File: src/logic/tcdm_dma_pkg.sv
package tcdm_dma_pkg;

   localparam int NUM_CHANNELS = 4;
   localparam int CH_W         = 2;   // channel index bits
   localparam int ADDR_W       = 20;
   localparam int DATA_W       = 32;
   localparam int BE_W         = 4;
   localparam int LEN_W        = 8;
   localparam int BUF_DEPTH    = 64;
   localparam int BUF_AW       = 6;
   localparam int PAGE_LSB     = 12;  // address bits above this pick the region

   // register map, page 0
   localparam logic [ADDR_W-1:0] REG_CFG_BASE    = 20'h000;
   localparam logic [ADDR_W-1:0] REG_LEN_BASE    = 20'h010;
   localparam logic [ADDR_W-1:0] REG_DATA_BASE   = 20'h080;
   localparam logic [ADDR_W-1:0] REG_STATUS      = 20'h0A0;
   localparam logic [ADDR_W-1:0] REG_LAUNCH_BASE = 20'h200;
   localparam logic [ADDR_W-1:0] REG_ID          = 20'h800;

   localparam logic [ADDR_W-PAGE_LSB-1:0] BUF_REGION_BASE = 8'h01;  // buffer c at base + c
   localparam logic [DATA_W-1:0]          ID_VALUE        = 32'hCA11_EF3A;

   typedef struct packed {
      logic              we;
      logic [ADDR_W-1:0] addr;
      logic [DATA_W-1:0] wdata;
      logic [BE_W-1:0]   be;
   } bus_req_t;

   typedef struct packed {
      logic [ADDR_W-1:0] addr;
      logic [BE_W-1:0]   be;
      logic              dir;   // 1 reads TCDM into the buffer
      logic [LEN_W-1:0]  len;
   } chan_cfg_t;

   typedef struct packed {
      logic [ADDR_W-1:0] addr;
      logic              we;
      logic [BE_W-1:0]   be;
      logic [DATA_W-1:0] wdata;
   } tcdm_req_t;

endpackage

File: src/logic/tcdm_channel.sv
`timescale 1ns/100ps
module tcdm_channel (
   input  logic                            CLK,
   input  logic                            reset,
   input  tcdm_dma_pkg::chan_cfg_t         cfg,
   input  logic                            start_single,
   input  logic                            start_burst,
   input  logic [tcdm_dma_pkg::DATA_W-1:0] single_wdata,
   output logic                            busy,
   output logic [tcdm_dma_pkg::DATA_W-1:0] result,
   output logic                            tcdm_req,
   output tcdm_dma_pkg::tcdm_req_t         tcdm_req_p,
   input  logic                            tcdm_gnt,
   input  logic                            tcdm_valid,
   input  logic [tcdm_dma_pkg::DATA_W-1:0] tcdm_rdata,
   output logic                            buf_we,
   output logic [tcdm_dma_pkg::BUF_AW-1:0] buf_addr,
   output logic [tcdm_dma_pkg::DATA_W-1:0] buf_wdata,
   input  logic [tcdm_dma_pkg::DATA_W-1:0] buf_rdata
);

   typedef enum logic [2:0] {S_IDLE, S_FETCH, S_REQ, S_WAIT, S_DONE} chan_state_e;

   chan_state_e                     state;
   logic [tcdm_dma_pkg::ADDR_W-1:0] addr_q;
   logic [tcdm_dma_pkg::BE_W-1:0]   be_q;
   logic                            dir_q;
   logic                            burst_q;
   logic [tcdm_dma_pkg::LEN_W-1:0]  len_q;
   logic [tcdm_dma_pkg::LEN_W-1:0]  cnt;     // words completed
   logic [tcdm_dma_pkg::DATA_W-1:0] wdata_q;
   logic                            last_word;

   assign busy      = state != S_IDLE;
   assign tcdm_req  = state == S_REQ;
   assign last_word = (cnt + 1'b1) == len_q;

   assign tcdm_req_p.addr  = addr_q;
   assign tcdm_req_p.we    = ~dir_q;
   assign tcdm_req_p.be    = be_q;
   assign tcdm_req_p.wdata = burst_q ? buf_rdata : wdata_q;  // buffer word holds while cnt holds

   assign buf_addr  = cnt[tcdm_dma_pkg::BUF_AW-1:0];
   assign buf_we    = state == S_WAIT && tcdm_valid && burst_q && dir_q;
   assign buf_wdata = tcdm_rdata;

   always_ff @(posedge CLK) begin
      if (reset) begin
         state   <= S_IDLE;
         addr_q  <= '0;
         be_q    <= '0;
         dir_q   <= 1'b0;
         burst_q <= 1'b0;
         len_q   <= '0;
         cnt     <= '0;
         wdata_q <= '0;
         result  <= '0;
      end else begin
         case (state)
            S_IDLE: begin
               cnt <= '0;
               if (start_single || start_burst) begin
                  addr_q  <= cfg.addr;
                  be_q    <= cfg.be;
                  dir_q   <= cfg.dir;
                  len_q   <= cfg.len;
                  burst_q <= start_burst;
                  wdata_q <= single_wdata;
               end
               if (start_single)
                  state <= S_REQ;
               else if (start_burst) begin
                  if (cfg.len == '0)
                     state <= S_DONE;
                  else if (cfg.dir)
                     state <= S_REQ;
                  else
                     state <= S_FETCH;
               end
            end
            S_FETCH: state <= S_REQ;   // buffer read in flight
            S_REQ: begin
               if (tcdm_gnt)
                  state <= S_WAIT;
            end
            S_WAIT: begin
               if (tcdm_valid) begin
                  result <= dir_q ? tcdm_rdata : tcdm_req_p.wdata;
                  cnt    <= cnt + 1'b1;
                  addr_q <= addr_q + {{(tcdm_dma_pkg::ADDR_W-3){1'b0}}, 3'd4};
                  if (!burst_q || last_word)
                     state <= S_IDLE;
                  else if (dir_q)
                     state <= S_REQ;
                  else
                     state <= S_FETCH;
               end
            end
            S_DONE:  state <= S_IDLE;  // zero-length burst
            default: state <= S_IDLE;
         endcase
      end
   end

   a_req_stable: assert property (@(posedge CLK) disable iff (reset)
      tcdm_req && !tcdm_gnt |=> tcdm_req && $stable(tcdm_req_p))
      else $error("TCDM request dropped or changed before gnt");

   a_valid_outstanding: assert property (@(posedge CLK) disable iff (reset)
      tcdm_valid |-> state == S_WAIT)
      else $error("tcdm_valid with no transfer outstanding");

endmodule

File: config.mk
export PLATFORM = sky130hd
export DESIGN_NAME = tcdm_channel
export DESIGN_NICKNAME = d
export VERILOG_FILES = /design/src/logic/tcdm_dma_pkg.sv /design/src/logic/tcdm_channel.sv
export SDC_FILE = /design/constraint.sdc
export NUM_CORES = 1
export LEC_CHECK = 0
export ABC_AREA = 1
export BUFFER_PORTS_ARGS = -buffer_cell sky130_fd_sc_hd__buf_4
export CAP_MARGIN = 20
export CORE_ASPECT_RATIO = 0.7
export CORE_UTILIZATION = 50
export CTS_CLUSTER_DIAMETER = 80
export DETAILED_ROUTE_END_ITERATION = 10
export PLACE_DENSITY = 0.84
export SETUP_SLACK_MARGIN = 0.3
export SLEW_MARGIN = 15
export SYNTH_ARGS = -nofsm -noshare
export SYNTH_HDL_FRONTEND = slang
export SYNTH_SLANG_ARGS = --single-unit
File: constraint.sdc
create_clock -name CLK -period 3.5 [get_ports CLK]
set_clock_uncertainty 0.1 [all_clocks]
set_input_delay 0.175 -clock CLK [delete_from_list [all_inputs] [get_ports CLK]]
set_output_delay 0.175 -clock CLK [all_outputs]
set_load 0.01 [all_outputs]
==> results of run 1 <==
synth_stat cells:
library cell  count  area [um2]
nand2_1         159         597
a221oi_2          1        15.0
nor4_1            1        6.26
nor3_1            7        35.0
buf_2             7        35.0
nor3_2            1        10.0
o21bai_1          1        7.51
inv_2             4        15.0
buf_6             1        11.3
nand2_2           1        6.26
nand3_1          33         165
nand4_1           2        12.5
buf_1             1        3.75
clkbuf_1         38         143
a211oi_1          3        22.5
nand3b_1          2        15.0
a221oi_1          1        8.76
xor2_1            4        35.0
a21oi_1         145         726
a311oi_1          1        8.76
nor2_1           35         131
dfxtp_1         109        2180
nor2_4            1        11.3
inv_1            71         267
xnor2_1           3        26.3
or2_2             5        31.3
clkinv_1          2        7.51
ha_1              2        25.0
o31ai_1           1        7.51
nor3_4            1        16.3
buf_4            39         293
nand2_4           2        22.5
a31oi_1           2        12.5
o21ai_0         120         601
o21ai_1           4        20.0
stage by stage:
step	area (um2)	hold WS, ns	instances
2_1_floorplan	5530	0.218	810
3_3_place_gp	7260	0.309	1142
3_5_place_dp	7260	0.315	1142
4_1_cts	7590	0.000473	1160
5_1_grt	7610	0.00320	1161
6_report	7610	0.00883	1161
critical path: stages, from the launching register on:
cell and delay, ns:
dfxtp_1 0.34, inv_2 0.06, nor3_4 0.14, buf_4 0.31
nand2_4 0.32, nand2_2 0.44, inv_2 0.23, nor2_1 0.14
o21ai_0 0.09, a21oi_1 0.16
cell type report:
class / instances / area, um2 / area share, %
well taps: 148 / 185 / 2.43
clock buffers: 11 / 253 / 3.32
clock inverters: 4 / 47.5 / 0.625
inverters: 77 / 289 / 3.80
flip-flops and latches: 109 / 2180 / 28.7
multi-input cells: 538 / 2570 / 33.8
repair buffers: 274 / 2080 / 27.3
metal layers:
metal / wire length [um] / part of all wire, % / global-route usage [%]
met1: 7490 / 44 / 36.9
met2: 8000 / 47 / 48.1
met3: 1200 / 7.1 / 6.61
met4: 285 / 1.7 / 8.82
met5: 0 / 0 / 0
what timing repair did:
action                                 4_1_cts  5_1_grt
gates resized for setup                      0        0
endpoints found under the hold margin        3        0
hold buffers                                 3        0
registers in the layout, summed over array words and instances, names as in the netlist:
register / flops
wdata_q: 32
len_q: 8
dir_q: 1
result: 32
state: 3
cnt: 8
addr_q: 20
be_q: 4
burst_q: 1
path summary, 6_finish.rpt:
| kind | start | end | depth (start not counted) |
|---|---|---|---|
| min reg2reg | addr_q[1] | addr_q[1] | 2 |
| min | single_wdata[31] | wdata_q[31] | 3 |
| max reg2reg | state[0] | addr_q[14] | 9 |
| max | state[0] | addr_q[14] | 9 |
power groups by stage:
stage	clock [mW]	combinational (mW)	sequential (mW)
2_1_floorplan	0	0.750	1.56
3_3_place_gp	0	1.28	1.57
3_5_place_dp	0	1.30	1.57
4_1_cts	1.06	1.31	1.54
5_1_grt	1.10	1.45	1.57
6_report	1.04	1.32	1.54
kinds of logic after synthesis:
kind of cell,share of synthesized area [%]
fa+ha+maj,0.452
compound gates,25.8
xor+xnor,1.11
simple gates,19.2
flops,39.4
buf+inv,14.0
==> results.tsv, run 1 <==
metric	value	unit
Final Hold Viols	0	
Detail Route Antenna Nets	0	
GP Congestion	0.875	
kind of critical path	flip-flop to flip-flop	
Routed WL per cell	14.6	um
final setup violation count	0	
P_sw	1.34	mW
period utilization	68.9	%
switching power share of the total	34.3	%
sequential share of power	39.6	%
commonest cells after routing, fill and taps aside	buf_4, nand2_1, a21oi_1	
root buf cell	clkbuf_16	
syn_nets	947	
Num CTS Buffers	9	
LEAKAGE	3.48	nW
final wirelength	17.0	mm
vias in the first global route	5276	
NumNets Final	1146	
Die Y-Extent	90	um
grt ovf	0	
RSZ-0062 raised after global routing	no	
reg-to-reg setup timing slack	1.09	ns
Area growth syn-to-layout	37.6	%
Antenna Diode Count	0	
HPWL Detailed	12.1	mm
worst setup margin	1.09	ns
Post-CTS Setup Bufs	0	
Top-Level Pins	265	
number of H-tree levels	3	
Synth warnings	0	
detailed-route DRC error count	0	
Fin Setup TNS	0	ns
Fill cells	893	
routed vias/inst	5.14	
# rows	31	
latest clock arrival within the worst-skew pair	0.34	ns
first-pass GRT wire length	26.3	mm
largest net degree at the start of global routing	91	
CP arrival	2.58	ns
sequential-to-total area share from yosys stat	39.4	%
flops & latches, synth	109	
Core Area	10600	um2
Gate Count Post-Synth	810	
Clock power frac	26.6	%
via count	5973	
utilization after layout	72.1	%
initial core utilization	52.4	%
leading cell type in the layout, fill and taps excluded	buf_4	
initial antenna violation count	0	
post-synth cell types	35	
port bufs	264	
Final min period	2.41	ns
Max FO, Critical Path	36	
# clock sinks	109	
VDD IR max	0.335	mV
CTS tree	built	
pwr dens	512	nW/um2
worst slew pin tran	0.823	ns
die area	11500	um2
drt first pass iters	5	
crit end category	flip-flop	
Setup Slack @ Placement	1.17	ns
die width	128	um
fin. max-slew vios	0	
Int Power	2.56	mW
Avg Cell Area, Syn	6.83	um2
worst hold-check path type	input pin to flip-flop	
Power Total	3.90	mW
Max Fclk	0.415	GHz
Clock Path Buffers	2	
Slew headroom	45.1	%
outcome	finished clean	
layout cells sized above 1	30.0	%
crit start category	flip-flop	
number of max-cap violations	0	
gr usage total	28.8	%
Combinational Power Share	33.8	%
CTS clk-pin slew, worst paths	0.07	ns
DRC marker count from the first detailed-route iteration	466	
Critical Path RT	3.67	ns
post-synthesis cell area	5530	um2
Note: power is estimated with default switching activity, not from simulation.
==> inputs of run 2 (changes only) <==
--- a/config.mk
+++ b/config.mk
@@ -9,10 +9,10 @@
 export BUFFER_PORTS_ARGS = -buffer_cell sky130_fd_sc_hd__buf_4
 export CAP_MARGIN = 20
 export CORE_ASPECT_RATIO = 0.7
-export CORE_UTILIZATION = 50
+export CORE_UTILIZATION = 47
 export CTS_CLUSTER_DIAMETER = 80
 export DETAILED_ROUTE_END_ITERATION = 10
-export PLACE_DENSITY = 0.84
+export PLACE_DENSITY = 0.79
 export SETUP_SLACK_MARGIN = 0.3
 export SLEW_MARGIN = 15
 export SYNTH_ARGS = -nofsm -noshare
==> constraint.sdc (replaced) <==
create_clock -name CLK -period 2.45 [get_ports CLK]
set_clock_uncertainty 0.1 [all_clocks]
set_input_delay 0.1225 -clock CLK [delete_from_list [all_inputs] [get_ports CLK]]
set_output_delay 0.1225 -clock CLK [all_outputs]
set_load 0.01 [all_outputs]
==> results.tsv, run 2 (synthesized netlist as in run 1, its figures left out) <==
metric	value	unit	change
WHS	0.0127	ns	+0.00382 ns
utilization after layout	75.2	%	+3.0 points
Slew headroom	65.4	%	+20 points
pwr dens	689	nW/um2	+35%
WHS Path Cells	3		unchanged
Num CTS Buffers	9		unchanged
Bufs and invs on worst path	4		+1
Clock Path Buffers	2		unchanged
Largest regs	result (32), wdata_q (32), addr_q (20)		
Area growth syn-to-layout	52.9	%	
CP arrival	2.06	ns	-0.52 ns
LEAKAGE	3.82	nW	+9.9%
crit end category	flip-flop		
switching power share of the total	34.3	%	+0.046 points
crit start category	flip-flop		
Max FO, Critical Path	17		-53%
critical path's top delay family	buffers and inverters		
period utilization	79.5	%	+11 points
slowest stage delay, CP	0.37	ns	-0.07 ns
sequential share of power	37.6	%	-2.0 points
Final min period	1.95	ns	-0.462 ns
CTS clk-pin slew, worst paths	0.07	ns	about the same
layout cells sized above 1	28.1	%	-1.9 points
final setup violation count	0		unchanged
DP Area	7330	um2	+1.0%
critical path's slowest cell	dfxtp_1		
CP cell instances	inv_2 > nor3_4 > buf_4 > inv_2 > nor2_1 > a21oi_1 > o21ai_0 > inv_1 > nand2_1 > a21oi_1		
Die Y-Extent	92.8	um	+3.1%
root buf cell	clkbuf_16		
number of max-cap violations	0		unchanged
Combinational Power Share	35.5	%	+1.7 points
kind of critical path	flip-flop to flip-flop		
largest net degree at the start of global routing	91		unchanged
detailed-route DRC error count	0		unchanged
instance count on the critical path	10		+1
grt ovf	0		unchanged
Clock power frac	26.9	%	+0.3 points
gr usage total	31.1	%	+2.3 points
worst slew pin tran	0.518	ns	-0.305 ns
CTS tree	built		
die area	12200	um2	+6.3%
NumNets Final	1226		+7.0%
leading cell type in the layout, fill and taps excluded	buf_4		
routed vias/inst	5.29		+2.7%
Detail Route Antenna Nets	0		unchanged
Final Hold Viols	0		unchanged
latest clock arrival within the worst-skew pair	0.34	ns	about the same
Core Area	11300	um2	+6.6%
commonest cells after routing, fill and taps aside	buf_4, nand2_1, a21oi_1		
GP Congestion	0.890		+1.7%
final wirelength	19.3	mm	+14%
initial antenna violation count	0		unchanged
worst reg2reg path depth	10		+1
Routed WL per cell	15.5	um	+6.1%
Post-CTS Setup Bufs	0		unchanged
RSZ-0062 raised after global routing	no		
via count	6591		+10%
Critical Path RT	2.56	ns	-1.11 ns
# clock sinks	109		unchanged
initial core utilization	49.2	%	-3.3 points
fin. max-slew vios	0		unchanged
worst hold-check path type	input pin to flip-flop		
drt first pass iters	5		unchanged
# rows	32		+3.2%
HPWL Detailed	12.5	mm	+3.8%
Max Fclk	0.513	GHz	+24%
number of H-tree levels	3		unchanged
Fin Setup TNS	0	ns	unchanged
port bufs	264		unchanged
DRC marker count from the first detailed-route iteration	380		-18%
VDD IR max	0.407	mV	+22%
first-pass GRT wire length	30.4	mm	+16%
P_sw	2.00	mW	+50%
Int Power	3.83	mW	+49%
Design Area, Final	8460	um2	+11%
outcome	finished clean		
vias in the first global route	6165		+17%
Antenna Diode Count	0		unchanged
die width	132	um	+3.1%
reg-to-reg setup timing slack	0.50	ns	-0.59 ns
Top-Level Pins	265		unchanged
[run 2: cell count changes in the layout (fill, tap and decap cells not counted), moves of 2 or more]
cell           change
clkinv_2           -2
clkbuf_8           -2
buf_12             +2
clkbuf_1           +2
dlygate4sd3_1     +77
[run 2: worst min-delay path, stage by stage]
cell	delay [ns]
buf_4	0.09
a21oi_1	0.05
a21oi_1	0.15
[run 2: stage by stage]
stage,power [mW],std cells,setup WS (ns)
6_report,5.83,1247,0.502
3_3_place_gp,4.12,1151,0.599
2_1_floorplan,3.30,810,0.743
4_1_cts,5.80,1247,0.509
3_5_place_dp,4.14,1151,0.534
5_1_grt,6.15,1247,0.338
[run 2: final timing paths]
kind                              endpoint      startpoint
worst min register to register   addr_q[0]       addr_q[0]
worst max-delay path              state[0]        state[0]
worst max register to register    state[0]        state[0]
worst min-delay path            result[15]  tcdm_rdata[15]
[run 2: layout make-up]
| cell class | count | area [um2] |
|---|---|---|
| fill | 847 | 2790 |
| clock inverter | 5 | 83.8 |
| multi-input combinational | 538 | 2580 |
| clock buffer | 11 | 233 |
| inverter | 77 | 289 |
| timing repair buffer | 354 | 2900 |
| tap | 153 | 191 |
| sequential | 109 | 2180 |
[run 2: power by group through the flow]
stage	clock (mW)	sequential, mW	combinational (mW)
5_1_grt	1.67	2.22	2.26
3_3_place_gp	0	2.22	1.90
2_1_floorplan	0	2.23	1.07
6_report	1.57	2.19	2.07
4_1_cts	1.59	2.19	2.03
3_5_place_dp	0	2.22	1.92
[run 2: timing repair]
action / CTS / global route
hold endpoints to repair: 80 / 0
hold buffers: 80 / 0
setup endpoints to repair: 0 / 5
resized for setup: 0 / 2
[run 2: per-layer routing]
layer | track usage, % | wire (um) | vias to the layer above
li1 | - | - | 3188
met1 | 37.6 | 7880 | 2993
met2 | 52.6 | 9230 | 351
met3 | 6.68 | 1500 | 59
met4 | 15.3 | 716 | 0
met5 | 0 | 0 | -
