[src/logic/tcdm_dma_pkg.sv]
package tcdm_dma_pkg;

   localparam int NUM_CHANNELS = 4;
   localparam int CH_W         = 2;   // channel index bits
   localparam int ADDR_W       = 20;
   localparam int DATA_W       = 32;
   localparam int BE_W         = 4;
   localparam int LEN_W        = 8;
   localparam int BUF_DEPTH    = 64;
   localparam int BUF_AW       = 6;
   localparam int PAGE_LSB     = 12;  // address bits above this pick the region

   // register map, page 0
   localparam logic [ADDR_W-1:0] REG_CFG_BASE    = 20'h000;
   localparam logic [ADDR_W-1:0] REG_LEN_BASE    = 20'h010;
   localparam logic [ADDR_W-1:0] REG_DATA_BASE   = 20'h080;
   localparam logic [ADDR_W-1:0] REG_STATUS      = 20'h0A0;
   localparam logic [ADDR_W-1:0] REG_LAUNCH_BASE = 20'h200;
   localparam logic [ADDR_W-1:0] REG_ID          = 20'h800;

   localparam logic [ADDR_W-PAGE_LSB-1:0] BUF_REGION_BASE = 8'h01;  // buffer c at base + c
   localparam logic [DATA_W-1:0]          ID_VALUE        = 32'hCA11_EF3A;

   typedef struct packed {
      logic              we;
      logic [ADDR_W-1:0] addr;
      logic [DATA_W-1:0] wdata;
      logic [BE_W-1:0]   be;
   } bus_req_t;

   typedef struct packed {
      logic [ADDR_W-1:0] addr;
      logic [BE_W-1:0]   be;
      logic              dir;   // 1 reads TCDM into the buffer
      logic [LEN_W-1:0]  len;
   } chan_cfg_t;

   typedef struct packed {
      logic [ADDR_W-1:0] addr;
      logic              we;
      logic [BE_W-1:0]   be;
      logic [DATA_W-1:0] wdata;
   } tcdm_req_t;

endpackage

[src/logic/tcdm_regs.sv]
`timescale 1ns/100ps
module tcdm_regs (
   input  logic                                      CLK,
   input  logic                                      reset,
   input  logic                                      bus_req,
   input  tcdm_dma_pkg::bus_req_t                    bus_req_p,
   output logic                                      bus_gnt,
   output logic                                      bus_valid,
   output logic [tcdm_dma_pkg::DATA_W-1:0]           bus_rdata,
   output tcdm_dma_pkg::chan_cfg_t                   cfg [tcdm_dma_pkg::NUM_CHANNELS],
   output logic [tcdm_dma_pkg::NUM_CHANNELS-1:0]     start_single,
   output logic [tcdm_dma_pkg::NUM_CHANNELS-1:0]     start_burst,
   output logic [tcdm_dma_pkg::DATA_W-1:0]           single_wdata [tcdm_dma_pkg::NUM_CHANNELS],
   input  logic [tcdm_dma_pkg::NUM_CHANNELS-1:0]     busy,
   input  logic [tcdm_dma_pkg::DATA_W-1:0]           result [tcdm_dma_pkg::NUM_CHANNELS],
   output logic [tcdm_dma_pkg::NUM_CHANNELS-1:0]     buf_en,
   output logic                                      buf_we,
   output logic [tcdm_dma_pkg::BUF_AW-1:0]           buf_addr,
   output logic [tcdm_dma_pkg::DATA_W-1:0]           buf_wdata,
   input  logic [tcdm_dma_pkg::DATA_W-1:0]           buf_rdata [tcdm_dma_pkg::NUM_CHANNELS]
);

   typedef enum logic [2:0] {S_IDLE, S_DECODE, S_ACCESS, S_GRANT, S_RESP} bus_state_e;

   bus_state_e                                      state;
   logic [tcdm_dma_pkg::DATA_W-1:0]                 cfg_reg [tcdm_dma_pkg::NUM_CHANNELS];
   logic [tcdm_dma_pkg::DATA_W-1:0]                 len_reg [tcdm_dma_pkg::NUM_CHANNELS];
   logic [tcdm_dma_pkg::ADDR_W-1:0]                 reg_base;
   logic [tcdm_dma_pkg::CH_W-1:0]                   ch;
   logic [tcdm_dma_pkg::ADDR_W-tcdm_dma_pkg::PAGE_LSB-1:0] buf_idx;
   logic [tcdm_dma_pkg::NUM_CHANNELS-1:0]           ch_onehot;
   logic [tcdm_dma_pkg::NUM_CHANNELS-1:0]           buf_hit;
   logic                                            cfg_sel;
   logic                                            len_sel;
   logic                                            data_sel;
   logic                                            launch_sel;
   logic                                            status_hit;
   logic                                            id_hit;
   logic [tcdm_dma_pkg::DATA_W-1:0]                 rd_word;

   function automatic logic [tcdm_dma_pkg::DATA_W-1:0] apply_be(
      input logic [tcdm_dma_pkg::DATA_W-1:0] old,
      input tcdm_dma_pkg::bus_req_t          req);
      logic [tcdm_dma_pkg::DATA_W-1:0] v;
      v = old;
      for (int b = 0; b < tcdm_dma_pkg::BE_W; b++) begin
         if (req.be[b])
            v[8*b +: 8] = req.wdata[8*b +: 8];
      end
      return v;
   endfunction

   // channel registers repeat every word from their base
   assign reg_base   = {bus_req_p.addr[tcdm_dma_pkg::ADDR_W-1:tcdm_dma_pkg::CH_W+2],
                        {(tcdm_dma_pkg::CH_W+2){1'b0}}};
   assign ch         = bus_req_p.addr[tcdm_dma_pkg::CH_W+1:2];
   assign ch_onehot  = {{(tcdm_dma_pkg::NUM_CHANNELS-1){1'b0}}, 1'b1} << ch;
   assign cfg_sel    = reg_base == tcdm_dma_pkg::REG_CFG_BASE;
   assign len_sel    = reg_base == tcdm_dma_pkg::REG_LEN_BASE;
   assign data_sel   = reg_base == tcdm_dma_pkg::REG_DATA_BASE;
   assign launch_sel = reg_base == tcdm_dma_pkg::REG_LAUNCH_BASE;
   assign status_hit = {bus_req_p.addr[tcdm_dma_pkg::ADDR_W-1:2], 2'b00} == tcdm_dma_pkg::REG_STATUS;
   assign id_hit     = {bus_req_p.addr[tcdm_dma_pkg::ADDR_W-1:2], 2'b00} == tcdm_dma_pkg::REG_ID;

   assign buf_idx = bus_req_p.addr[tcdm_dma_pkg::ADDR_W-1:tcdm_dma_pkg::PAGE_LSB]
                    - tcdm_dma_pkg::BUF_REGION_BASE;
   assign buf_hit = (buf_idx < tcdm_dma_pkg::NUM_CHANNELS) ?
                    {{(tcdm_dma_pkg::NUM_CHANNELS-1){1'b0}}, 1'b1}
                       << buf_idx[tcdm_dma_pkg::CH_W-1:0] : '0;

   // reads fetch as soon as the request shows, writes land with gnt
   assign buf_en    = buf_hit & {tcdm_dma_pkg::NUM_CHANNELS{bus_req &
                      ((state == S_IDLE && !bus_req_p.we) || (state == S_GRANT && bus_req_p.we))}};
   assign buf_we    = bus_req_p.we;
   assign buf_addr  = bus_req_p.addr[tcdm_dma_pkg::BUF_AW+1:2];
   assign buf_wdata = bus_req_p.wdata;

   assign bus_gnt   = state == S_GRANT;
   assign bus_valid = state == S_RESP;

   for (genvar c = 0; c < tcdm_dma_pkg::NUM_CHANNELS; c++) begin : g_cfg
      assign cfg[c].addr = cfg_reg[c][tcdm_dma_pkg::ADDR_W-1:0];
      assign cfg[c].be   = ~cfg_reg[c][tcdm_dma_pkg::ADDR_W +: tcdm_dma_pkg::BE_W];  // stored inverted
      assign cfg[c].dir  = cfg_reg[c][tcdm_dma_pkg::DATA_W-1];
      assign cfg[c].len  = len_reg[c][tcdm_dma_pkg::LEN_W-1:0];
   end

   always_comb begin
      rd_word = '0;
      if (cfg_sel)
         rd_word = cfg_reg[ch];
      else if (len_sel)
         rd_word = len_reg[ch];
      else if (data_sel)
         rd_word = result[ch];
      else if (status_hit)
         rd_word = {{(tcdm_dma_pkg::DATA_W-tcdm_dma_pkg::NUM_CHANNELS){1'b0}}, busy};
      else if (id_hit)
         rd_word = tcdm_dma_pkg::ID_VALUE;
      else if (|buf_hit)
         rd_word = buf_rdata[buf_idx[tcdm_dma_pkg::CH_W-1:0]];
   end

   always_ff @(posedge CLK) begin
      if (reset) begin
         state        <= S_IDLE;
         bus_rdata    <= '0;
         start_single <= '0;
         start_burst  <= '0;
         for (int c = 0; c < tcdm_dma_pkg::NUM_CHANNELS; c++) begin
            cfg_reg[c]      <= '0;
            len_reg[c]      <= '0;
            single_wdata[c] <= '0;
         end
      end else begin
         start_single <= '0;
         start_burst  <= '0;
         case (state)
            S_IDLE:   if (bus_req) state <= S_DECODE;
            S_DECODE: state <= S_ACCESS;
            S_ACCESS: state <= S_GRANT;
            S_GRANT: begin
               state     <= S_RESP;
               bus_rdata <= rd_word;
               if (bus_req_p.we) begin
                  for (int c = 0; c < tcdm_dma_pkg::NUM_CHANNELS; c++) begin
                     if (cfg_sel && ch_onehot[c])
                        cfg_reg[c] <= apply_be(cfg_reg[c], bus_req_p);
                     if (len_sel && ch_onehot[c])
                        len_reg[c] <= apply_be(len_reg[c], bus_req_p);
                     if (data_sel && ch_onehot[c] && !busy[c])
                        single_wdata[c] <= bus_req_p.wdata;
                  end
                  start_single <= ch_onehot & ~busy & {tcdm_dma_pkg::NUM_CHANNELS{data_sel}};
                  start_burst  <= ch_onehot & ~busy & {tcdm_dma_pkg::NUM_CHANNELS{launch_sel}};
               end
            end
            S_RESP:   state <= S_IDLE;
            default:  state <= S_IDLE;
         endcase
      end
   end

   a_valid_after_gnt: assert property (@(posedge CLK) disable iff (reset)
      $rose(bus_valid) |-> $past(bus_gnt))
      else $error("bus_valid rose without bus_gnt");

endmodule

[config.mk]
export PLATFORM = sky130hd
export DESIGN_NAME = tcdm_regs
export DESIGN_NICKNAME = d
export VERILOG_FILES = /design/src/logic/tcdm_dma_pkg.sv /design/src/logic/tcdm_regs.sv
export SDC_FILE = /design/constraint.sdc
export NUM_CORES = 1
export LEC_CHECK = 0
export ABC_AREA = 1
export BUFFER_PORTS_ARGS = -buffer_cell sky130_fd_sc_hd__buf_2
export CORE_AREA = 2 2 259 261
export CTS_CLUSTER_DIAMETER = 200
export DETAILED_ROUTE_END_ITERATION = 8
export DIE_AREA = 0 0 261 263
export HOLD_SLACK_MARGIN = 0.12
export SYNTH_ARGS = -nofsm -noshare
export SYNTH_HDL_FRONTEND = slang
export SYNTH_SLANG_ARGS = --single-unit
[constraint.sdc]
create_clock -name CLK -period 7.95 [get_ports CLK]
set_input_delay 0 -clock CLK [delete_from_list [all_inputs] [get_ports CLK]]
set_output_delay 0 -clock CLK [all_outputs]
set_load 0.05 [all_outputs]
==> impl_metrics.toml, run 1 <==
[drt]
detail-route-antenna-nets = 0
drt_first_pass_iters = 5
drt-vias-per-instance = 5.06
drt_iter0_markers = 1266
drc_errors = 0
routed_wl_mm = 84.4
vias = 18800
avgRoutedWirePerCell_microns = 22.7

[placement]
dp.final_hpwl_mm = 62.9
dpl-instance-area_sq_mm = 0.0238
dp_cells = 3569
gp_congestion = 0.900
port_buffers = 662

[worst_setup_path]
crit_fanout = 68
r2r-end = "cfg_reg[3][11]$_SDFFCE_PN0P_"
critPathRequiredTime_ns = 8.12
r2r_setup_slack_ns = 4.96
critPathCaptureType = "flop"
reg2regPathDepth = 8
crit_arrival_ns = 4.17
reg2reg_from = "state[2]$_SDFFE_PP0P_"
worst-setup-path-type = "primary input to flop"
worst_setup_path_start_kind = "primary input"

[sta]
fin_worst_skew_ns = 0.0188
max_freq_mhz = 250
fin_hold_ws_ns = 0.124
slew_headroom = 0.0632
hold_violations = 0
min_period_ns = 4.00
tightest_slew_ns = 1.39
tns_ns = 0
final_max_slew_viol_count = 0
setup_viol = 0
rsz0062_at_grt = "false"
finalCritPeriodShare = 0.503

[cts]
clock_path_buffers = 3
cts.sinks = 427
postCtsSetupRepairBufs = 0
ctsHoldBuffers = 56
clk_pin_slew_ns = 0.06
cts_root_buf = "clkbuf_16"
cts_tree = "built"
cts_buffers = 45
h-tree-depth = 2
clk_latency_ns = 0.57
cts_resized = 0

[layout]
nNetsFinal = 3133
fin_util = 0.394
drive_above_1_share = 0.307
fillCellCount = 6604
area_growth_pct = 22.7
post-route-cell-area_sq_mm = 0.0258
fin_cells = 3712

[synthesis]
ys_warn_count = 0
seq_area_frac_synth = 0.528
synth_ff_type = "edfxtp_1"
synth_area_per_cell_sq_um = 8.94
synth_top_area_frac = 0.365
ys_ff_latch = 427
yosysTopAreaCell = "edfxtp_1"
syn_area_sq_mm = 0.0210
synthTopCellsByArea = "edfxtp_1 37%, dfxtp_1 16%, nor2_1 8.3%"
synth_cell_types = 34
async_reset_ff_frac = 0
synth_nets = 2680
synth_edf_count = 256
syn_inst = 2355

[floorplan]
coreArea_sq_mm = 0.0656
io-pin-count = 665
dieArea_sq_mm = 0.0686
fp.dieH_microns = 263
start_util = 0.321
row_count = 94
fp.dieW_microns = 261

[pwr]
cellPowerDensity_mw_per_mm2 = 199
p_leak_nw = 11.2
ir_drop_uv = 124

[global_routing]
antenna_found_initial = 5
grt.overflow.total = 0
grtUsageTotal = 0.236
grt_max_degree = 70
grt_pass1_wl_mm = 120
grt_pass1_vias = 17800

[worst_hold_path]
hold_end = "single_wdata[45]$_SDFFE_PP0P_"
hold_start = "bus_req_p[17]"
whs_path_depth = 3
holdCritPathClass = "primary input to flop"

[flow_run]
drv_cap = 0

[outcome]
run_status = "finished, final reports clean"
==> where the power goes <==
group          internal (mW)  total (mW)  switching, mW  leakage, nW
logic                  0.162       0.595          0.433         6.43
registers               2.39        2.41         0.0217         4.02
clock network           1.25        2.13          0.885        0.717
==> cell type report <==
type,instances,area [sq um],share of cell area
tap,864,1080,0.0419
inverter,84,319,0.0124
multi-input combinational,1498,7680,0.297
antenna,3,7.51,0.000291
timing repair buffer,752,4140,0.160
clock inverter,11,118,0.00455
sequential,427,11100,0.430
clock buffer,73,1380,0.0532
==> placed cells by master (no fill, tap or decap), types with 3 or more instances in the layout <==
cell	count
a221oi_1	4
buf_4	34
clkinv_2	5
dlygate4sd3_1	56
o22ai_1	40
clkinvlp_4	3
a211oi_2	84
nor3_4	4
a41oi_1	28
buf_2	661
clkbuf_16	48
dfxtp_1	171
nand2_1	392
a211oi_1	12
nand4_1	20
nor4_1	6
a21oi_1	119
edfxtp_1	256
ha_1	5
inv_2	8
a22oi_1	98
nor2_1	466
diode_2	3
nor2_2	4
clkbuf_8	8
a31oi_1	4
inv_1	73
nor2_4	3
clkbuf_1	17
nand3_1	52
o21ai_0	144
==> layer usage <==
metal	vias to the layer above	global-route usage	wire length, microns
met3	115	0.0567	7730
met2	872	0.397	40000
met5	-	0	23
met4	4	0.0788	2800
met1	8968	0.294	33800
li1	8825	-	-
==> kinds of logic (layout without fill, tap and decap cells) <==
family	after synthesis	after routing	share of synthesized area
buf+inv	430	920	0.108
compound gates	536	536	0.180
flops	427	427	0.528
other cells	0	3	0
simple gates	957	957	0.181
fa+ha+maj	5	5	0.00297
==> critical path: stages <==
cell	delay, ns
buf_2	0.10
buf_4	0.30
inv_1	0.14
ha_1	0.24
inv_1	0.11
nor3_4	0.26
nand3_2	0.18
nor2_4	0.12
buf_4	0.54
inv_2	0.35
nor2_2	0.29
nand2_1	0.27
buf_4	0.32
o21ai_0	0.91
==> synthesized netlist by cell type, drive strengths merged (6+ instances only) <==
| cell | n |
|---|---|
| buf | 227 |
| clkbuf | 119 |
| inv | 84 |
| a22oi | 98 |
| nand2 | 394 |
| nor3 | 6 |
| nand3 | 53 |
| nor4 | 6 |
| nand4 | 20 |
| o22ai | 40 |
| a41oi | 28 |
| edfxtp | 256 |
| o21ai | 144 |
| nor2 | 473 |
| dfxtp | 171 |
| a21oi | 119 |
| a211oi | 96 |
==> how the worst max path moves through the flow <==
stage	startpoint	end	slack (ns)	depth (start not counted)
5_1_grt	bus_req_p[48]	cfg_reg[3][1]$_SDFFCE_PN0P_	3.70	14
3_3_place_gp	bus_req_p[48]	cfg_reg[3][31]$_SDFFCE_PN0P_	3.40	14
4_1_cts	bus_req_p[48]	cfg_reg[3][29]$_SDFFCE_PN0P_	3.91	14
3_5_place_dp	bus_req_p[48]	cfg_reg[3][31]$_SDFFCE_PN0P_	3.31	14
6_report	bus_req_p[48]	cfg_reg[3][11]$_SDFFCE_PN0P_	3.95	14
2_1_floorplan	bus_req_p[48]	len_reg[0][0]$_SDFFCE_PN0P_	4.97	12
==> metrics by stage <==
stage	setup slack, ns	power [mW]
final	3.95	5.14
after global routing	3.70	5.31
after CTS	3.91	5.18
after detailed placement	3.31	3.03
after global placement	3.40	3.02
after floorplan	4.97	2.82
Power figures use the tool's default switching activity.
==> inputs of run 2 (changes only) <==
--- a/config.mk
+++ b/config.mk
@@ -5,12 +5,12 @@
 export SDC_FILE = /design/constraint.sdc
 export NUM_CORES = 1
 export LEC_CHECK = 0
-export ABC_AREA = 1
+export ABC_AREA = 0
 export BUFFER_PORTS_ARGS = -buffer_cell sky130_fd_sc_hd__buf_2
-export CORE_AREA = 2 2 259 261
+export CORE_AREA = 2 2 261 263
 export CTS_CLUSTER_DIAMETER = 200
 export DETAILED_ROUTE_END_ITERATION = 8
-export DIE_AREA = 0 0 261 263
+export DIE_AREA = 0 0 263 265
 export HOLD_SLACK_MARGIN = 0.12
 export SYNTH_ARGS = -nofsm -noshare
 export SYNTH_HDL_FRONTEND = slang
==> constraint.sdc (replaced) <==
create_clock -name CLK -period 4.1 [get_ports CLK]
set_input_delay 0 -clock CLK [delete_from_list [all_inputs] [get_ports CLK]]
set_output_delay 0 -clock CLK [all_outputs]
set_load 0.05 [all_outputs]
==> impl_metrics.toml, run 2 <==
[worst_setup_path]
worst-setup-path-type = "flop to flop"
crit_family = "buffers and inverters"
path_cells = "nand2_1 > or2_2 > inv_2 > buf_4 > nor2_1 > a211o_1 > a31oi_1 > dlygate4sd3_1"
crit_arrival_ns = 3.74
worst_setup_path_start_kind = "flop"
path_depth = 8
reg2reg_from = "state[1]$_SDFFE_PP0P_"
critPathSlowestCell = "dlygate4sd3_1"
path_buf_inv = 3
crit_fanout = 37
reg2regPathDepth = 8
critPathCaptureType = "flop"
r2r_setup_slack_ns = 0.89
startpoint = "state[1]$_SDFFE_PP0P_"
critPathRequiredTime_ns = 4.64
r2r-end = "bus_rdata[19]$_SDFFE_PP0P_"
critical_path.endpoint = "bus_rdata[19]$_SDFFE_PP0P_"
cpPeakStageDelay_ns = 0.60

[synthesis]
synthMuxAreaShare = 0.134
synth_edf_count = 256
synthMostInstantiatedCell = "nand2_1"
synth_compound_area_frac = 0.0801
synth_nets = 2186
synthAdderAreaFrac = 0.00292
synth-simple-area-share = 0.170
syn_area_sq_mm = 0.0215
async_reset_ff_frac = 0
synth_cell_types = 57
synth_top_family_by_area = "simple AND/OR/NAND/NOR gates"
syn_inst = 1861
synth_xor_area_frac = 0.00122
ys_ff_latch = 427
seq_area_frac_synth = 0.518
yosysTopAreaCell = "edfxtp_1"
ys_warn_count = 0
synthTopCellsByArea = "edfxtp_1 36%, dfxtp_1 16%, mux4_2 13%"
synth_top_area_frac = 0.358
synth_area_per_cell_sq_um = 11.5
synth_commonest_cells = "277 x nand2_1, 260 x and2_1, 256 x edfxtp_1"
synth_ff_type = "edfxtp_1"

[sta]
hold_violations = 0
fin_hold_ws_ns = 0.164
min_period_ns = 3.21
postLayoutSetupSlackWorst_ns = 0.892
setup_viol = 0
max_freq_mhz = 312
rsz0062_at_grt = "false"
finalCritPeriodShare = 0.782
slew_headroom = 0.283
fin_worst_skew_ns = 0.0302
final_max_slew_viol_count = 0
tightest_slew_ns = 1.07
tns_ns = 0

[cts]
clk_pin_slew_ns = 0.06
clk_latency_ns = 0.60
cts_buffers = 47
clock_path_buffers = 3
h-tree-depth = 2
cts_tree = "built"
cts.sinks = 427
cts_root_buf = "clkbuf_16"
cts_resized = 0

[global_routing]
antenna_found_initial = 13
grt_pass1_wl_mm = 118
grt_max_degree = 103
grt.overflow.total = 0
grtUsageTotal = 0.227
grt_pass1_vias = 17500

[drt]
routed_wl_mm = 81.2
dr_wl_met3_mm = 6.41
wl_met1_mm = 32.8
detail-route-antenna-nets = 0
route.met2.wl_mm = 38.4
avgRoutedWirePerCell_microns = 24.3
route.top_layer_used = "met5"
drt_first_pass_iters = 6
drt-vias-per-instance = 5.13
drc_errors = 0
drt_iter0_markers = 1219
vias = 17200

[layout]
fillCellCount = 6421
mostFrequentLayoutCell = "buf_2"
multi_input_area_sq_mm = 0.00836
register_area_sq_mm = 0.0111
mostFrequentLayoutCells = "659 x buf_2, 277 x nand2_1, 260 x and2_1"
drive_above_1_share = 0.375
fin_cells = 3346
area_growth_pct = 26.4
nNetsFinal = 2746

[floorplan]
coreArea_sq_mm = 0.0668
start_util = 0.321
io-pin-count = 665
fp.dieW_microns = 263
dieArea_sq_mm = 0.0697
fp.dieH_microns = 265
row_count = 95

[pwr]
power_mw = 10.3
ir_drop_uv = 302
p_leak_nw = 11.2
cellPowerDensity_mw_per_mm2 = 379

[placement]
dp_cells = 3110
dp_slack_ns = 1.03
dp.final_hpwl_mm = 60.0
port_buffers = 662
gp_congestion = 0.945

[worst_hold_path]
holdCritPathClass = "primary input to flop"

[flow_run]
drv_cap = 0

[outcome]
run_status = "finished, final reports clean"
-- run 2: changes by cell type in the layout (fill, tap and decap cells not counted), moves of 52 or more --
cell           delta
a211oi_2         -84
a22oi_1          -84
and2_1          +260
dlygate4sd3_1    +79
inv_1            -52
mux4_2          +128
nand2_1         -115
nor2_1          -420
o21ai_0         -134
-- run 2: report_power, final --
part | internal (mW) | total, mW | switching (mW)
combinational | 0.509 | 1.36 | 0.848
sequential | 4.64 | 4.69 | 0.0535
clock | 2.42 | 4.22 | 1.80
total | 7.57 | 10.3 | 2.70
-- run 2: worst min path at each step --
stage	startpoint	end	slack, ns	cells after the start
final	result[121]	bus_rdata[25]$_SDFFE_PP0P_	0.16	5
after floorplan	busy[0]	start_burst[0]$_SDFF_PP0_	0.08	1
after detailed placement	bus_req	state[0]$_SDFFE_PP0P_	0.32	3
after global placement	bus_req	state[0]$_SDFFE_PP0P_	0.29	3
after CTS	bus_req_p[44]	bus_rdata[3]$_SDFFE_PP0P_	0.13	5
after global routing	bus_req_p[44]	bus_rdata[1]$_SDFFE_PP0P_	0.19	5
-- run 2: cell type report --
type	count	share of cell area
multi-input cells	1095	0.308
flip-flops and latches	427	0.410
well taps	873	0.0403
clock inverters	23	0.00844
clock buffers	64	0.0477
diodes	14	0.00129
inverters	22	0.00304
repair buffers	828	0.182
-- run 2: metal layers --
metal / GRT usage / vias to the layer above
met5: 0 / -
met4: 0.0942 / 6
met3: 0.0474 / 158
met2: 0.376 / 895
met1: 0.290 / 8495
li1: - / 7621
-- run 2: worst min-delay path, stage by stage --
cell and delay, ns:
buf_2 0.07, mux4_2 0.27, a22o_1 0.15, a211oi_1 0.06, nor4_1 0.15
-- run 2: kinds of logic after synthesis --
| family | Yosys count |
|---|---|
| xor+xnor | 3 |
| fa+ha+maj | 5 |
| mux | 128 |
| compound gates | 277 |
| flops | 427 |
| buf+inv | 339 |
| simple gates | 682 |
-- run 2: repair_timing --
item,CTS,global route
hold buffers,135,0
buffers inserted,0,0
hold endpoints to repair,680,0
endpoints found under the setup margin,0,0
-- run 2: stage by stage --
stage	cell area, sq um	utilization
2_1_floorplan	21500	-
3_3_place_gp	24200	0.363
3_5_place_dp	24200	0.363
4_1_cts	27100	0.406
5_1_grt	27100	0.406
6_report	27100	0.406
==> inputs of run 3 (changes only) <==
--- a/config.mk
+++ b/config.mk
@@ -5,12 +5,12 @@
 export SDC_FILE = /design/constraint.sdc
 export NUM_CORES = 1
 export LEC_CHECK = 0
-export ABC_AREA = 0
+export ABC_AREA = 1
 export BUFFER_PORTS_ARGS = -buffer_cell sky130_fd_sc_hd__buf_2
-export CORE_AREA = 2 2 261 263
+export CORE_AREA = 2 2 258 260
 export CTS_CLUSTER_DIAMETER = 200
 export DETAILED_ROUTE_END_ITERATION = 8
-export DIE_AREA = 0 0 263 265
+export DIE_AREA = 0 0 260 262
 export HOLD_SLACK_MARGIN = 0.12
 export SYNTH_ARGS = -nofsm -noshare
 export SYNTH_HDL_FRONTEND = slang
==> constraint.sdc (replaced) <==
create_clock -name CLK -period 3.2 [get_ports CLK]
set_input_delay 0 -clock CLK [delete_from_list [all_inputs] [get_ports CLK]]
set_output_delay 0 -clock CLK [all_outputs]
set_load 0.05 [all_outputs]
==> impl_metrics.toml, run 3 (synthesis results as in run 1) <==
[sta]
slew_headroom = 0.325
max_freq_mhz = 331
finalCritPeriodShare = 0.944
tns_ns = 0
tightest_slew_ns = 1.01
postLayoutSetupSlackWorst_ns = 0.179
min_period_ns = 3.02
final_max_slew_viol_count = 0
setup_viol = 0
rsz0062_at_grt = "false"
hold_violations = 0
fin_worst_skew_ns = 0.0222

[layout]
drive_above_1_share = 0.319
fin_cells = 3772
mostFrequentLayoutCell = "buf_2"
area_growth_pct = 26.0
fillCellCount = 6587
nNetsFinal = 3196
mostFrequentLayoutCells = "661 x buf_2, 466 x nor2_1, 392 x nand2_1"

[placement]
dp.final_hpwl_mm = 64.9
port_buffers = 662
gp_congestion = 0.952
dp_slack_ns = 0.425
dp_cells = 3617

[worst_setup_path]
critPathSlowestCell = "dlygate4sd3_1"
crit_arrival_ns = 3.45
reg2reg_from = "state[2]$_SDFFE_PP0P_"
crit_family = "buffers and inverters"
worst_setup_path_start_kind = "primary input"
critPathCaptureType = "flop"
startpoint = "bus_req_p[38]"
cpPeakStageDelay_ns = 0.58
path_buf_inv = 6
worst-setup-path-type = "primary input to flop"
crit_fanout = 23
critPathRequiredTime_ns = 3.63
path_cells = "dlygate4sd3_1 > buf_2 > nand2_1 > clkinv_2 > buf_4 > a22oi_1 > dlygate4sd3_1 > a21oi_1 > dlygate4sd3_1 > o21ai_0 > nand2_1 > nand2_1 > a21oi_1"

[floorplan]
coreArea_sq_mm = 0.0653
fp.dieH_microns = 262
row_count = 94
fp.dieW_microns = 260
io-pin-count = 665
dieArea_sq_mm = 0.0681
start_util = 0.322

[pwr]
cellPowerDensity_mw_per_mm2 = 491
p_leak_nw = 11.5
ir_drop_uv = 332

[drt]
drc_errors = 0
dr_wl_met3_mm = 7.28
routed_wl_mm = 86.3
drt-vias-per-instance = 5.03
route.met2.wl_mm = 41.5
wl_met1_mm = 35.2
drt_first_pass_iters = 6
vias = 19000
avgRoutedWirePerCell_microns = 22.9
drt_iter0_markers = 1457
route.top_layer_used = "met5"
detail-route-antenna-nets = 0

[cts]
clk_pin_slew_ns = 0.06
clock_path_buffers = 3
h-tree-depth = 2
cts_tree = "built"
cts.sinks = 427
cts_root_buf = "clkbuf_16"
postCtsSetupRepairBufs = 0
clk_latency_ns = 0.58
cts_buffers = 45

[global_routing]
antenna_found_initial = 6
grtUsageTotal = 0.241
grt_pass1_vias = 18000
grt_pass1_wl_mm = 121
grt.overflow.total = 0
grt_max_degree = 133

[worst_hold_path]
hold_start = "bus_req_p[16]"
holdCritPathClass = "primary input to flop"

[flow_run]
drv_cap = 0

[outcome]
run_status = "finished, final reports clean"
run 3: timing repair:
item,CTS,global route
setup endpoints to repair,0,2
hold endpoints to repair,289,0
gates resized for setup,0,1
hold buffers,71,0
run 3: final cells by class:
cell class	instances	area, sq um	share of cell area
diodes	1	2.50	0.0000944
clock buffers	65	1330	0.0503
clock inverters	18	211	0.00798
inverters	84	320	0.0121
multi-input cells	1498	7680	0.290
flip-flops and latches	427	11100	0.419
well taps	864	1080	0.0408
repair buffers	815	4770	0.180
run 3: per-stage QoR:
step | hold WS [ns] | power [mW] | cell area [sq um] | utilization
detailed placement | 0.269 | 7.57 | 24300 | 0.372
floorplan | 0.0793 | 7.01 | 21000 | -
global placement | 0.271 | 7.57 | 24300 | 0.372
global route | 0.130 | 13.4 | 26500 | 0.406
CTS | 0.120 | 13.1 | 26500 | 0.406
finish | 0.125 | 13.0 | 26500 | 0.406
run 3: metal layers:
metal  up-vias  global-route usage
li1       8965                   -
met1      8990               0.305
met2       904               0.413
met3       112              0.0552
met4         6              0.0672
met5         -                   0
run 3: report_power, final:
part | internal (mW) | switching, mW | leakage (nW)
combinational | 0.450 | 1.10 | 6.76
clock | 3.23 | 2.25 | 0.753
sequential | 5.92 | 0.0536 | 4.02
run 3: tightest hold or removal path, delay by kind of cell:
kind	cells	cell delay, ns
buffers and inverters	2	0.43
AO/OA/AOI/OAI	1	0.22
run 3: final timing paths:
kind	to	slack (ns)	depth (start not counted)
max	bus_rdata[23]$_SDFFE_PP0P_	0.18	13
max reg2reg	cfg_reg[3][7]$_SDFFCE_PN0P_	0.94	9
min reg2reg	bus_rdata[12]$_SDFFE_PP0P_	0.46	2
min	single_wdata[44]$_SDFFE_PP0P_	0.13	3
